File: config.mk
export PLATFORM = sky130hd
export DESIGN_NAME = ex_stage
export DESIGN_NICKNAME = d
export VERILOG_FILES = /design/src/design/ex_pkg.sv /design/src/design/ex_alu.sv /design/src/design/ex_branch_unit.sv /design/src/design/ex_operand_sel.sv /design/src/design/ex_stage.sv
export SDC_FILE = /design/constraint.sdc
export NUM_CORES = 1
export LEC_CHECK = 0
export BUFFER_PORTS_ARGS = -buffer_cell sky130_fd_sc_hd__buf_2
export CORE_ASPECT_RATIO = 1.5
export CORE_MARGIN = 2
export CORE_UTILIZATION = 40
export CTS_CLUSTER_DIAMETER = 150
export DETAILED_ROUTE_END_ITERATION = 8
export SYNTH_ARGS = -nofsm -noshare
export SYNTH_HDL_FRONTEND = slang
export SYNTH_SLANG_ARGS = --single-unit
File: constraint.sdc
create_clock -name iw_clk -period 9.8 [get_ports iw_clk]
set_input_delay 1.96 -clock iw_clk [delete_from_list [all_inputs] [get_ports iw_clk]]
set_output_delay 1.96 -clock iw_clk [all_outputs]
set_load 0.005 [all_outputs]
File: src/design/ex_pkg.sv
package ex_pkg;

    localparam int DATA_W  = 24;
    localparam int ADDR_W  = 24;
    localparam int IMM_W   = 12;
    localparam int SHAMT_W = 5;
    localparam int FLAG_W  = 4;

    typedef logic [DATA_W-1:0] data_t;
    typedef logic [ADDR_W-1:0] addr_t;
    typedef logic [IMM_W-1:0]  imm_t;
    typedef logic [FLAG_W-1:0] flags_t;

    // bit positions inside flags_t.
    localparam int FLAG_Z = 0;
    localparam int FLAG_N = 1;
    localparam int FLAG_C = 2;
    localparam int FLAG_V = 3;

    // opcodes are grouped by class in the upper bits.
    typedef enum logic [5:0] {
        OPC_NOP   = 6'h00,
        OPC_MOV   = 6'h01,
        OPC_ADD   = 6'h02,
        OPC_SUB   = 6'h03,
        OPC_NOT   = 6'h04,
        OPC_AND   = 6'h05,
        OPC_OR    = 6'h06,
        OPC_XOR   = 6'h07,
        OPC_SHL   = 6'h08,
        OPC_SHR   = 6'h09,
        OPC_CMP   = 6'h0a,
        OPC_ADDS  = 6'h10,
        OPC_SUBS  = 6'h11,
        OPC_SARS  = 6'h12,
        OPC_CMPS  = 6'h13,
        OPC_MOVI  = 6'h18,
        OPC_ADDI  = 6'h19,
        OPC_SUBI  = 6'h1a,
        OPC_ANDI  = 6'h1b,
        OPC_ORI   = 6'h1c,
        OPC_XORI  = 6'h1d,
        OPC_SHLI  = 6'h1e,
        OPC_SHRI  = 6'h1f,
        OPC_CMPI  = 6'h20,
        OPC_MOVIS = 6'h28,
        OPC_ADDIS = 6'h29,
        OPC_SUBIS = 6'h2a,
        OPC_SARIS = 6'h2b,
        OPC_CMPIS = 6'h2c,
        OPC_LD    = 6'h30,
        OPC_ST    = 6'h31,
        OPC_STI   = 6'h32,
        OPC_JCC   = 6'h38,
        OPC_JCCI  = 6'h39,
        OPC_BCCI  = 6'h3a
    } opcode_e;

    // codes 11 to 15 are never taken.
    typedef enum logic [3:0] {
        CC_RA = 4'd0,
        CC_EQ = 4'd1,
        CC_NE = 4'd2,
        CC_LT = 4'd3,
        CC_GT = 4'd4,
        CC_GE = 4'd5,
        CC_LE = 4'd6,
        CC_BT = 4'd7,
        CC_AT = 4'd8,
        CC_BE = 4'd9,
        CC_AE = 4'd10
    } cc_e;

    typedef enum logic [3:0] {
        FN_PASS, FN_ADD, FN_SUB, FN_NOT, FN_AND, FN_OR, FN_XOR, FN_SHL,
        FN_SHR, FN_SAR, FN_ADDS, FN_SUBS, FN_CMPU, FN_CMPS, FN_NONE
    } alu_fn_e;

endpackage

File: src/design/ex_alu.sv
module ex_alu (
    input  ex_pkg::alu_fn_e alu_fn,
    input  ex_pkg::data_t   op_a,
    input  ex_pkg::data_t   op_b,
    output ex_pkg::data_t   result,
    output ex_pkg::flags_t  flags_new,
    output ex_pkg::flags_t  flags_we
);

    localparam int MSB = ex_pkg::DATA_W - 1;

    logic [ex_pkg::DATA_W:0]    sum;
    logic [ex_pkg::DATA_W:0]    diff;
    logic [ex_pkg::SHAMT_W-1:0] shamt;
    logic                       shift_ovf;
    logic                       add_ovf;
    logic                       sub_ovf;
    logic                       diff_zero;

    // extra top bit holds the carry out or the borrow.
    assign sum  = {1'b0, op_a} + {1'b0, op_b};
    assign diff = {1'b0, op_a} - {1'b0, op_b};

    assign shamt     = op_b[ex_pkg::SHAMT_W-1:0];
    assign shift_ovf = (op_b >= ex_pkg::data_t'(ex_pkg::DATA_W));
    assign diff_zero = (diff[MSB:0] == '0);

    // two's complement overflow on the sign bit.
    assign add_ovf = (op_a[MSB] == op_b[MSB]) && (sum[MSB] != op_a[MSB]);
    assign sub_ovf = (op_a[MSB] != op_b[MSB]) && (diff[MSB] != op_a[MSB]);

    always_comb begin
        result    = '0;
        flags_new = '0;
        flags_we  = '0;
        case (alu_fn)
            ex_pkg::FN_PASS: result = op_b;
            ex_pkg::FN_NOT:  result = ~op_a;
            ex_pkg::FN_AND:  result = op_a & op_b;
            ex_pkg::FN_OR:   result = op_a | op_b;
            ex_pkg::FN_XOR:  result = op_a ^ op_b;
            ex_pkg::FN_ADD: begin
                result                    = sum[MSB:0];
                flags_new[ex_pkg::FLAG_C] = sum[ex_pkg::DATA_W];
                flags_we[ex_pkg::FLAG_C]  = 1'b1;
            end
            ex_pkg::FN_SUB: begin
                result                    = diff[MSB:0];
                flags_new[ex_pkg::FLAG_C] = diff[ex_pkg::DATA_W];
                flags_we[ex_pkg::FLAG_C]  = 1'b1;
            end
            ex_pkg::FN_CMPU: begin
                flags_new[ex_pkg::FLAG_C] = diff[ex_pkg::DATA_W];
                flags_we[ex_pkg::FLAG_C]  = 1'b1;
            end
            ex_pkg::FN_SHL: begin
                result                    = shift_ovf ? '0 : op_a << shamt;
                flags_new[ex_pkg::FLAG_V] = shift_ovf;
                flags_we[ex_pkg::FLAG_V]  = 1'b1;
            end
            ex_pkg::FN_SHR: begin
                result                    = shift_ovf ? '0 : op_a >> shamt;
                flags_new[ex_pkg::FLAG_V] = shift_ovf;
                flags_we[ex_pkg::FLAG_V]  = 1'b1;
            end
            ex_pkg::FN_SAR: begin
                result = shift_ovf ? '0 : ex_pkg::data_t'($signed(op_a) >>> shamt);
                flags_new[ex_pkg::FLAG_N] = result[MSB];
                flags_new[ex_pkg::FLAG_V] = shift_ovf;
                flags_we[ex_pkg::FLAG_N]  = 1'b1;
                flags_we[ex_pkg::FLAG_V]  = 1'b1;
            end
            ex_pkg::FN_ADDS: begin
                result                    = sum[MSB:0];
                flags_new[ex_pkg::FLAG_N] = sum[MSB];
                flags_new[ex_pkg::FLAG_V] = add_ovf;
                flags_we[ex_pkg::FLAG_N]  = 1'b1;
                flags_we[ex_pkg::FLAG_V]  = 1'b1;
            end
            ex_pkg::FN_SUBS: begin
                result                    = diff[MSB:0];
                flags_new[ex_pkg::FLAG_N] = diff[MSB];
                flags_new[ex_pkg::FLAG_V] = sub_ovf;
                flags_we[ex_pkg::FLAG_N]  = 1'b1;
                flags_we[ex_pkg::FLAG_V]  = 1'b1;
            end
            ex_pkg::FN_CMPS: begin
                flags_new[ex_pkg::FLAG_N] = diff[MSB];
                flags_new[ex_pkg::FLAG_V] = sub_ovf;
                flags_we[ex_pkg::FLAG_N]  = 1'b1;
                flags_we[ex_pkg::FLAG_V]  = 1'b1;
            end
            // none forwards operand b and leaves every flag alone.
            default: result = op_b;
        endcase

        // every function except none writes Z; compares take it from the difference.
        if (alu_fn != ex_pkg::FN_NONE) begin
            flags_we[ex_pkg::FLAG_Z] = 1'b1;
            if (alu_fn == ex_pkg::FN_CMPU || alu_fn == ex_pkg::FN_CMPS) begin
                flags_new[ex_pkg::FLAG_Z] = diff_zero;
            end else begin
                flags_new[ex_pkg::FLAG_Z] = (result == '0);
            end
        end
    end

endmodule

File: src/design/ex_branch_unit.sv
module ex_branch_unit (
    input  logic            iw_clk,
    input  logic            iw_rst,
    input  logic            stall,
    input  ex_pkg::opcode_e opc,
    input  ex_pkg::cc_e     cc,
    input  ex_pkg::addr_t   pc,
    input  ex_pkg::data_t   src_val,
    input  ex_pkg::imm_t    imm,
    input  ex_pkg::flags_t  flags_new,
    input  ex_pkg::flags_t  flags_we,
    output logic            branch_taken,
    output ex_pkg::addr_t   branch_pc
);

    ex_pkg::flags_t flags_q;
    ex_pkg::addr_t  target;
    logic           is_branch;
    logic           cond_met;
    logic           z;
    logic           n;
    logic           c;
    logic           v;

    // flags without a write strobe keep their value.
    always_ff @(posedge iw_clk or posedge iw_rst) begin
        if (iw_rst) begin
            flags_q <= '0;
        end else if (!stall) begin
            flags_q <= (flags_q & ~flags_we) | (flags_new & flags_we);
        end
    end

    assign z = flags_q[ex_pkg::FLAG_Z];
    assign n = flags_q[ex_pkg::FLAG_N];
    assign c = flags_q[ex_pkg::FLAG_C];
    assign v = flags_q[ex_pkg::FLAG_V];

    always_comb begin
        case (cc)
            ex_pkg::CC_RA: cond_met = 1'b1;
            ex_pkg::CC_EQ: cond_met = z;
            ex_pkg::CC_NE: cond_met = ~z;
            ex_pkg::CC_LT: cond_met = n ^ v;
            ex_pkg::CC_GT: cond_met = ~z & ~(n ^ v);
            ex_pkg::CC_GE: cond_met = ~(n ^ v);
            ex_pkg::CC_LE: cond_met = z | (n ^ v);
            ex_pkg::CC_BT: cond_met = c;
            ex_pkg::CC_AT: cond_met = ~z & ~c;
            ex_pkg::CC_BE: cond_met = c | z;
            ex_pkg::CC_AE: cond_met = ~c;
            default:       cond_met = 1'b0;
        endcase
    end

    always_comb begin
        is_branch = 1'b1;
        case (opc)
            ex_pkg::OPC_JCC:  target = pc + src_val;
            ex_pkg::OPC_JCCI: target = {{(ex_pkg::ADDR_W - ex_pkg::IMM_W){1'b0}}, imm};
            ex_pkg::OPC_BCCI: begin
                target = pc + {{(ex_pkg::ADDR_W - ex_pkg::IMM_W){imm[ex_pkg::IMM_W-1]}}, imm};
            end
            default: begin
                is_branch = 1'b0;
                target    = '0;
            end
        endcase
    end

    assign branch_taken = is_branch & cond_met;
    assign branch_pc    = branch_taken ? target : '0;

endmodule

File: src/design/ex_operand_sel.sv
module ex_operand_sel (
    input  ex_pkg::opcode_e opc,
    input  ex_pkg::data_t   src_val,
    input  ex_pkg::data_t   tgt_val,
    input  ex_pkg::imm_t    imm,
    output ex_pkg::alu_fn_e alu_fn,
    output ex_pkg::data_t   op_a,
    output ex_pkg::data_t   op_b,
    output ex_pkg::addr_t   mem_addr
);

    ex_pkg::data_t imm_zx;
    ex_pkg::data_t imm_sx;

    assign imm_zx = {{(ex_pkg::DATA_W - ex_pkg::IMM_W){1'b0}}, imm};
    assign imm_sx = {{(ex_pkg::DATA_W - ex_pkg::IMM_W){imm[ex_pkg::IMM_W-1]}}, imm};

    always_comb begin
        alu_fn   = ex_pkg::FN_NONE;
        op_a     = tgt_val;
        op_b     = src_val;
        mem_addr = '0;
        case (opc)
            ex_pkg::OPC_MOV:   alu_fn = ex_pkg::FN_PASS;
            ex_pkg::OPC_ADD:   alu_fn = ex_pkg::FN_ADD;
            ex_pkg::OPC_SUB:   alu_fn = ex_pkg::FN_SUB;
            ex_pkg::OPC_NOT:   alu_fn = ex_pkg::FN_NOT;
            ex_pkg::OPC_AND:   alu_fn = ex_pkg::FN_AND;
            ex_pkg::OPC_OR:    alu_fn = ex_pkg::FN_OR;
            ex_pkg::OPC_XOR:   alu_fn = ex_pkg::FN_XOR;
            ex_pkg::OPC_SHL:   alu_fn = ex_pkg::FN_SHL;
            ex_pkg::OPC_SHR:   alu_fn = ex_pkg::FN_SHR;
            ex_pkg::OPC_CMP:   alu_fn = ex_pkg::FN_CMPU;
            ex_pkg::OPC_ADDS:  alu_fn = ex_pkg::FN_ADDS;
            ex_pkg::OPC_SUBS:  alu_fn = ex_pkg::FN_SUBS;
            ex_pkg::OPC_SARS:  alu_fn = ex_pkg::FN_SAR;
            ex_pkg::OPC_CMPS:  alu_fn = ex_pkg::FN_CMPS;
            ex_pkg::OPC_MOVI:  begin alu_fn = ex_pkg::FN_PASS; op_b = imm_zx; end
            ex_pkg::OPC_ADDI:  begin alu_fn = ex_pkg::FN_ADD;  op_b = imm_zx; end
            ex_pkg::OPC_SUBI:  begin alu_fn = ex_pkg::FN_SUB;  op_b = imm_zx; end
            ex_pkg::OPC_ANDI:  begin alu_fn = ex_pkg::FN_AND;  op_b = imm_zx; end
            ex_pkg::OPC_ORI:   begin alu_fn = ex_pkg::FN_OR;   op_b = imm_zx; end
            ex_pkg::OPC_XORI:  begin alu_fn = ex_pkg::FN_XOR;  op_b = imm_zx; end
            ex_pkg::OPC_SHLI:  begin alu_fn = ex_pkg::FN_SHL;  op_b = imm_zx; end
            ex_pkg::OPC_SHRI:  begin alu_fn = ex_pkg::FN_SHR;  op_b = imm_zx; end
            ex_pkg::OPC_CMPI:  begin alu_fn = ex_pkg::FN_CMPU; op_b = imm_zx; end
            ex_pkg::OPC_MOVIS: begin alu_fn = ex_pkg::FN_PASS; op_b = imm_sx; end
            ex_pkg::OPC_ADDIS: begin alu_fn = ex_pkg::FN_ADDS; op_b = imm_sx; end
            ex_pkg::OPC_SUBIS: begin alu_fn = ex_pkg::FN_SUBS; op_b = imm_sx; end
            ex_pkg::OPC_SARIS: begin alu_fn = ex_pkg::FN_SAR;  op_b = imm_sx; end
            ex_pkg::OPC_CMPIS: begin alu_fn = ex_pkg::FN_CMPS; op_b = imm_sx; end
            // memory ops bypass the flags; store data rides on operand b.
            ex_pkg::OPC_LD: begin
                op_a     = '0;
                op_b     = '0;
                mem_addr = src_val;
            end
            ex_pkg::OPC_ST: begin
                op_a     = '0;
                mem_addr = tgt_val;
            end
            ex_pkg::OPC_STI: begin
                op_a     = '0;
                op_b     = imm_zx;
                mem_addr = tgt_val;
            end
            default: begin
                op_a = '0;
                op_b = '0;
            end
        endcase
    end

endmodule

File: src/design/ex_stage.sv
module ex_stage (
    input  logic            iw_clk,
    input  logic            iw_rst,
    input  logic            stall,
    input  ex_pkg::addr_t   pc,
    input  ex_pkg::opcode_e opc,
    input  ex_pkg::cc_e     cc,
    input  ex_pkg::imm_t    imm,
    input  ex_pkg::data_t   src_val,
    input  ex_pkg::data_t   tgt_val,
    input  logic [4:0]      tgt,
    input  logic            tgt_we,
    output ex_pkg::addr_t   ex_pc,
    output ex_pkg::opcode_e ex_opc,
    output logic [4:0]      ex_tgt,
    output logic            ex_tgt_we,
    output ex_pkg::addr_t   ex_addr,
    output ex_pkg::data_t   ex_result,
    output logic            branch_taken,
    output ex_pkg::addr_t   branch_pc
);

    ex_pkg::alu_fn_e alu_fn;
    ex_pkg::data_t   op_a;
    ex_pkg::data_t   op_b;
    ex_pkg::addr_t   mem_addr;
    ex_pkg::data_t   result;
    ex_pkg::flags_t  flags_new;
    ex_pkg::flags_t  flags_we;

    ex_operand_sel i_operand_sel (
        .opc      (opc),
        .src_val  (src_val),
        .tgt_val  (tgt_val),
        .imm      (imm),
        .alu_fn   (alu_fn),
        .op_a     (op_a),
        .op_b     (op_b),
        .mem_addr (mem_addr)
    );

    ex_alu i_alu (
        .alu_fn    (alu_fn),
        .op_a      (op_a),
        .op_b      (op_b),
        .result    (result),
        .flags_new (flags_new),
        .flags_we  (flags_we)
    );

    ex_branch_unit i_branch_unit (
        .iw_clk       (iw_clk),
        .iw_rst       (iw_rst),
        .stall        (stall),
        .opc          (opc),
        .cc           (cc),
        .pc           (pc),
        .src_val      (src_val),
        .imm          (imm),
        .flags_new    (flags_new),
        .flags_we     (flags_we),
        .branch_taken (branch_taken),
        .branch_pc    (branch_pc)
    );

    // the register toward the memory stage captures on the same edge as the flags.
    always_ff @(posedge iw_clk or posedge iw_rst) begin
        if (iw_rst) begin
            ex_pc     <= '0;
            ex_opc    <= ex_pkg::OPC_NOP;
            ex_tgt    <= '0;
            ex_tgt_we <= 1'b0;
            ex_addr   <= '0;
            ex_result <= '0;
        end else if (!stall) begin
            ex_pc     <= pc;
            ex_opc    <= opc;
            ex_tgt    <= tgt;
            ex_tgt_we <= tgt_we;
            ex_addr   <= mem_addr;
            ex_result <= result;
        end
    end

endmodule

**Yosys cells after proc, flatten, opt, wreduce, memory -nomap -nowiden**

Index checks and enable logic that the tools add are counted.

- Output and inout port bits: 109
- Memories kept: 0
- Memory bits (writable): 0
- Word-level logic and storage cells: 149
- Bits in latches: 0
- Memory bits (read-only): 0
- Bits in registers: 88

- $add $sub $neg: 4
- Divide/modulo/power cells: 0
- Multiply operators: 0
- Order comparisons: 1
- Shifts and indexed selects: 3
- Bitwise logic cells: 17
- Equality and inequality tests: 62
- Reductions and logical operators: 34
- Multiplexer cells: 21

Operators with widths:

| operator | count |
|---|---|
| $pmux W24 S10 | 1 |
| $pmux W24 S3 | 2 |
| $mux W24 | 5 |
| $eq A6 B5 Y1 const B | 12 |
| $eq A6 B6 Y1 const B | 12 |
| $pmux W4 S14 | 1 |
| $add A24 B24 Y24 | 2 |
| $logic_not A24 Y1 | 2 |
| $pmux W24 S2 | 1 |
| $eq A4 B4 Y1 const B | 9 |
| $reduce_or A2 Y1 | 18 |
| $eq A4 B3 Y1 const B | 8 |
| $reduce_or A28 Y1 | 1 |
| $add A24 B24 Y25 | 1 |
| $sub A24 B24 Y25 | 1 |
| $and A24 B24 Y24 | 1 |
| $eq A6 B3 Y1 const B | 4 |
| $ge A24 B5 Y1 const B | 1 |
| $not A24 Y24 | 1 |
| $or A24 B24 Y24 | 1 |
| $shl A24 B5 Y24 | 1 |
| $shr A24 B5 Y24 | 1 |
| $sshr A24 B5 Y24 | 1 |
| $xor A24 B24 Y24 | 1 |
| other kinds (28) | 54 |

**Longest topological paths before layout**

- Depth after elaboration: 11
- Gate-level depth with buffers: 26
- Gate-level depth less buffers: 21

**By module**

A second synthesis with hierarchy kept.

- Cells, all modules: 1876
- Area, all modules: 15257.1 sq um

By module, submodules not included:

| module | times used | seq. area each (sq um) | cells each | area each (sq um) |
|---|---|---|---|---|
| ex_alu | 1 | 0.0 | 1265 | 8777.2 |
| ex_stage | 1 | 2102.0 | 178 | 3365.7 |
| ex_branch_unit | 1 | 100.1 | 277 | 2058.2 |
| ex_operand_sel | 1 | 0.0 | 156 | 1056.0 |

**Worst setup path after synthesis**

Ideal clock, no wire load.

- Path type: input -> output
- Start point: input opc[2]
- End point: output branch_pc[22]
- Stages: 23
- Required time: 7840 ps
- Data arrival time: 6011 ps
- Setup slack: 1829 ps
- Cell sequence: buf_2 > clkbuf_1 > nor2_1 > and3_1 > clkbuf_1 > nand2_1 > mux2_2 > ha_1 > inv_1 > fa_1 > nor2b_1 > o21ai_0 > a21boi_0 > o21ai_0 > a21boi_0 > o21ai_0 > a21o_1 > a21oi_1 > a41oi_1 > a211o_1 > o31ai_1 > xnor2_1 > nor2_1

- Longest elaborated chain between the ends: 5
- Elaborated cells on any way between the ends: 8

RTL lines:

| element | line | text |
|---|---|---|
| start: declaration | ex_stage.sv:6 | `input ex_pkg::opcode_e opc,` |
| $eq A6 B6 Y1 | ex_branch_unit.sv:58 | `case (opc)` |
| $reduce_or A3 Y1 (no line) | n/a |  |
| $mux W1 | ex_branch_unit.sv:58 |  |
| $and A1 B1 Y1 | ex_branch_unit.sv:71 | `assign branch_taken = is_branch & cond_met;` |
| $mux W24 (*) | ex_branch_unit.sv:72 | `assign branch_pc = branch_taken ? target : '0;` |
| end: declaration | ex_stage.sv:20 | `output ex_pkg::addr_t branch_pc` |

Every way passes the cells marked *; elsewhere a longest branch is shown, timed or not.

**Final worst setup path**

- Start point: input opc[5]
- End point: output branch_pc[22]

The elaborated chain is that of the path after synthesis.

==> metrics.txt <==
post_cts resized=0; final hold vios=0; Top FF cell, synth=dfrtp_1; Mapped Cells=1811; Placed Cells=2355; Initial DRC Count=1393; final WL=72.59 mm; relative slew slack=-0.005220; die area=35830 µm²; dpl hpwl=55.96 mm; R2R Setup Slk=8970 ps; #FFs+latches synth=88; GRT overflow=0; drt first pass iters=8; syn avg cell area=7.576 µm²; Boundary Pins=212; r2r endpoint=ex_opc[3]; FFs w/ async S/R, synth=1.000; CTS buffer count=9; Post-Syn Nets=2015; H-Tree Depth=3; Layout Cells excl Fill=2374; root buf cell=clkbuf_16; power per cell area=119.7 nW/µm²; Max Fanout on Critical Path=25; data required time of the worst path=7840 ps; slowest stage delay, CP=400 ps; Setup Skew=0 ps; layout cells sized above 1=0.2034; register area=2202 µm²; most common cell after layout, fill and taps aside=buf_2; gpl congestion=1.063; post-route ant nets=0; Wirelength per Cell=30.58 µm; period utilisation layout=0.8957; max-capacitance violation count=1; maximum clock frequency=113.9 MHz; clock transition at the registers of the reported paths=70 ps; min Tclk post-route=8778 ps; Crit Path Class=input port to output pin; drt via density=6.845; Port Buf Inserts=211; CTS tree=yes; row count=83; Die X=155.2 µm; Final WS setup=1022 ps; Worst Hold Class=flop to flop; Post-synth EDFFs=0; worst-margin pin slew=1499 ps; number of hold buffers added after CTS=0; Die H=230.8 µm; Place WS=1057 ps; CTS sink cnt=88; Final TNS setup=0 ps; post-synth top area cell=dfrtp_1; Initial Util=0.4028; status=complete, but fails checks; Syn-to-layout area delta=12.06%; Netlist Area Pre-Place=13720 µm²; residual DRC count=0; Critical Path End Type=output pin; worst path cell trace=buf_2 -> nor2b_1 -> and3_1 -> nand2_1 -> buf_4 -> mux2_2 -> ha_1 -> inv_1 -> fa_1 -> nor2b_1 -> o21ai_0 -> a21boi_0 -> o21ai_0 -> a21boi_0 -> o21ai_0 -> a21o_1 -> a21oi_1 -> a41oi_1 -> a211o_1 -> o31ai_1 -> xnor2_1 -> nor2_1 -> buf_2; vias=16250; hold_sp=ex_result[11]; first-pass GRT wire length=105.5 mm; hold path depth=2; initial antenna violation count=4; Pins Over Slew Limit=1; CORE AREA=34060 µm²; Seq/Total Area, Yosys=0.1605; Fillers=3565; Cell variety after synth=105; Max IR drop VDD=114.2 µV; Reg2Reg Depth=2; GRT Total Usage=0.3978; Worst EP arrival=6820 ps; CP max-delay cell=fa_1; RSZ-0062 raised after global routing=false; Tot Pwr=1.840 mW; type of element launching the critical path=input port; commonest cells after routing, fill and taps aside=210 x buf_2, 175 x nor2_1, 140 x nand2_1; share of the synthesized area in the top cell type=0.1605; failing checks=max-capacitance violations, max-slew violations; Ys Warns=0; Max Root-Sink Buffers=2; Worst-Skew Late Latency=380 ps; reg2reg start=ex_opc[3]; hold worst-path end=ex_result[11]; leakage=6.665 nW; CP most frequent cell=o21ai_0; area of the multi-input gates=10530 µm²; Final Setup Violations=0; # Post-CTS Setup Buffers=0; Area contributors post-synth=dfrtp_1 16%, ha_1 8.9%, nor2_1 4.8%, o21ai_0 4.5%, a21oi_1 4.2%; pin count of the biggest net entering global routing=87; nets=2146; vias in the first global route=15760
## sequential cells by signal, summed over array words and instances, names as in the netlist, named ones only
name       count
ex_addr       24
ex_tgt         5
ex_opc         6
ex_pc         24
ex_result     24
ex_tgt_we      1
## synth_stat cells, types with 9 or more instances
library cell,count
a21oi_1,116
mux2_2,50
a31oi_1,22
a21o_1,45
a22oi_1,54
o22ai_1,22
o21a_1,11
nand3_1,30
a221oi_1,20
buf_1,10
a2111oi_0,11
buf_6,11
a22o_1,11
xnor2_1,39
a211oi_1,39
and3_1,9
dfrtp_1,88
nor2_1,176
or3_1,12
inv_1,86
nand2_1,140
nand4_1,10
and2_1,25
o31ai_1,13
buf_2,30
nand2b_1,16
o21ai_0,122
o221ai_1,23
nor3_1,41
clkbuf_1,82
mux2i_1,45
nor2b_1,18
nor4_1,17
xor2_1,13
o21bai_1,10
or2_2,12
ha_1,98
o32ai_1,12
o211ai_1,29
## worst max path at each step
| stage | startpoint | to | slack (ps) | cells after the start |
|---|---|---|---|---|
| after floorplan | opc[2] | branch_pc[22] | 1830 | 23 |
| final | opc[5] | branch_pc[22] | 1020 | 23 |
| after global routing | opc[3] | branch_pc[22] | 620 | 24 |
| after global placement | opc[5] | branch_pc[22] | 1150 | 23 |
| after CTS | opc[3] | branch_pc[22] | 1020 | 24 |
| after detailed placement | opc[5] | branch_pc[22] | 1060 | 23 |
## per-stage QoR
step | util | hold slack (ps) | area (µm²)
floorplan | - | 473.3 | 13720
global placement | 0.4412 | 461.5 | 15030
detailed placement | 0.4412 | 470.9 | 15030
CTS | 0.4509 | 487.9 | 15360
global route | 0.4513 | 512.8 | 15370
finish | 0.4514 | 484.7 | 15370
## final cells by class
class / count / share of cell area
antenna: 2 / 0.0003255
clock buffer: 10 / 0.01554
clock inverter: 6 / 0.005941
inverter: 95 / 0.02376
multi-input combinational: 1490 / 0.6848
sequential: 88 / 0.1432
tap: 425 / 0.03459
timing repair buffer: 258 / 0.09180
## cell families (layout without fill, tap and decap cells)
group | count (synthesis) | count (layout) | share of synthesized area
compound gates | 697 | 697 | 0.3646
flops | 88 | 88 | 0.1605
fa+ha+maj | 101 | 101 | 0.09374
mux | 104 | 104 | 0.08736
simple gates | 536 | 536 | 0.1858
xor+xnor | 52 | 52 | 0.03319
buf+inv | 233 | 369 | 0.07487
other cells | 0 | 2 | 0
## routing by layer
layer,up-vias,share of wire,global-route usage
li1,7108,-,-
met1,7765,0.34,0.4367
met4,4,0.11,0.3429
met2,1028,0.46,0.6394
met3,344,0.095,0.09780
met5,-,0.00043,0
## where the power goes
part / total [mW] / internal [mW] / leakage [nW] / switching [mW]
Sequential: 0.422 / 0.401 / 1.11 / 0.0210
Clock: 0.405 / 0.231 / 0.151 / 0.174
Combinational: 1.01 / 0.342 / 5.40 / 0.671
Total: 1.84 / 0.974 / 6.67 / 0.867
## critical path: cells and delay by family
family / cells / cell delay, ps
compound gates: 10 / 2190
xor+xnor: 1 / 160
fa+ha+maj: 2 / 560
buf+inv: 4 / 800
mux: 1 / 250
simple gates: 5 / 870
(Power assumes the default switching activity.)
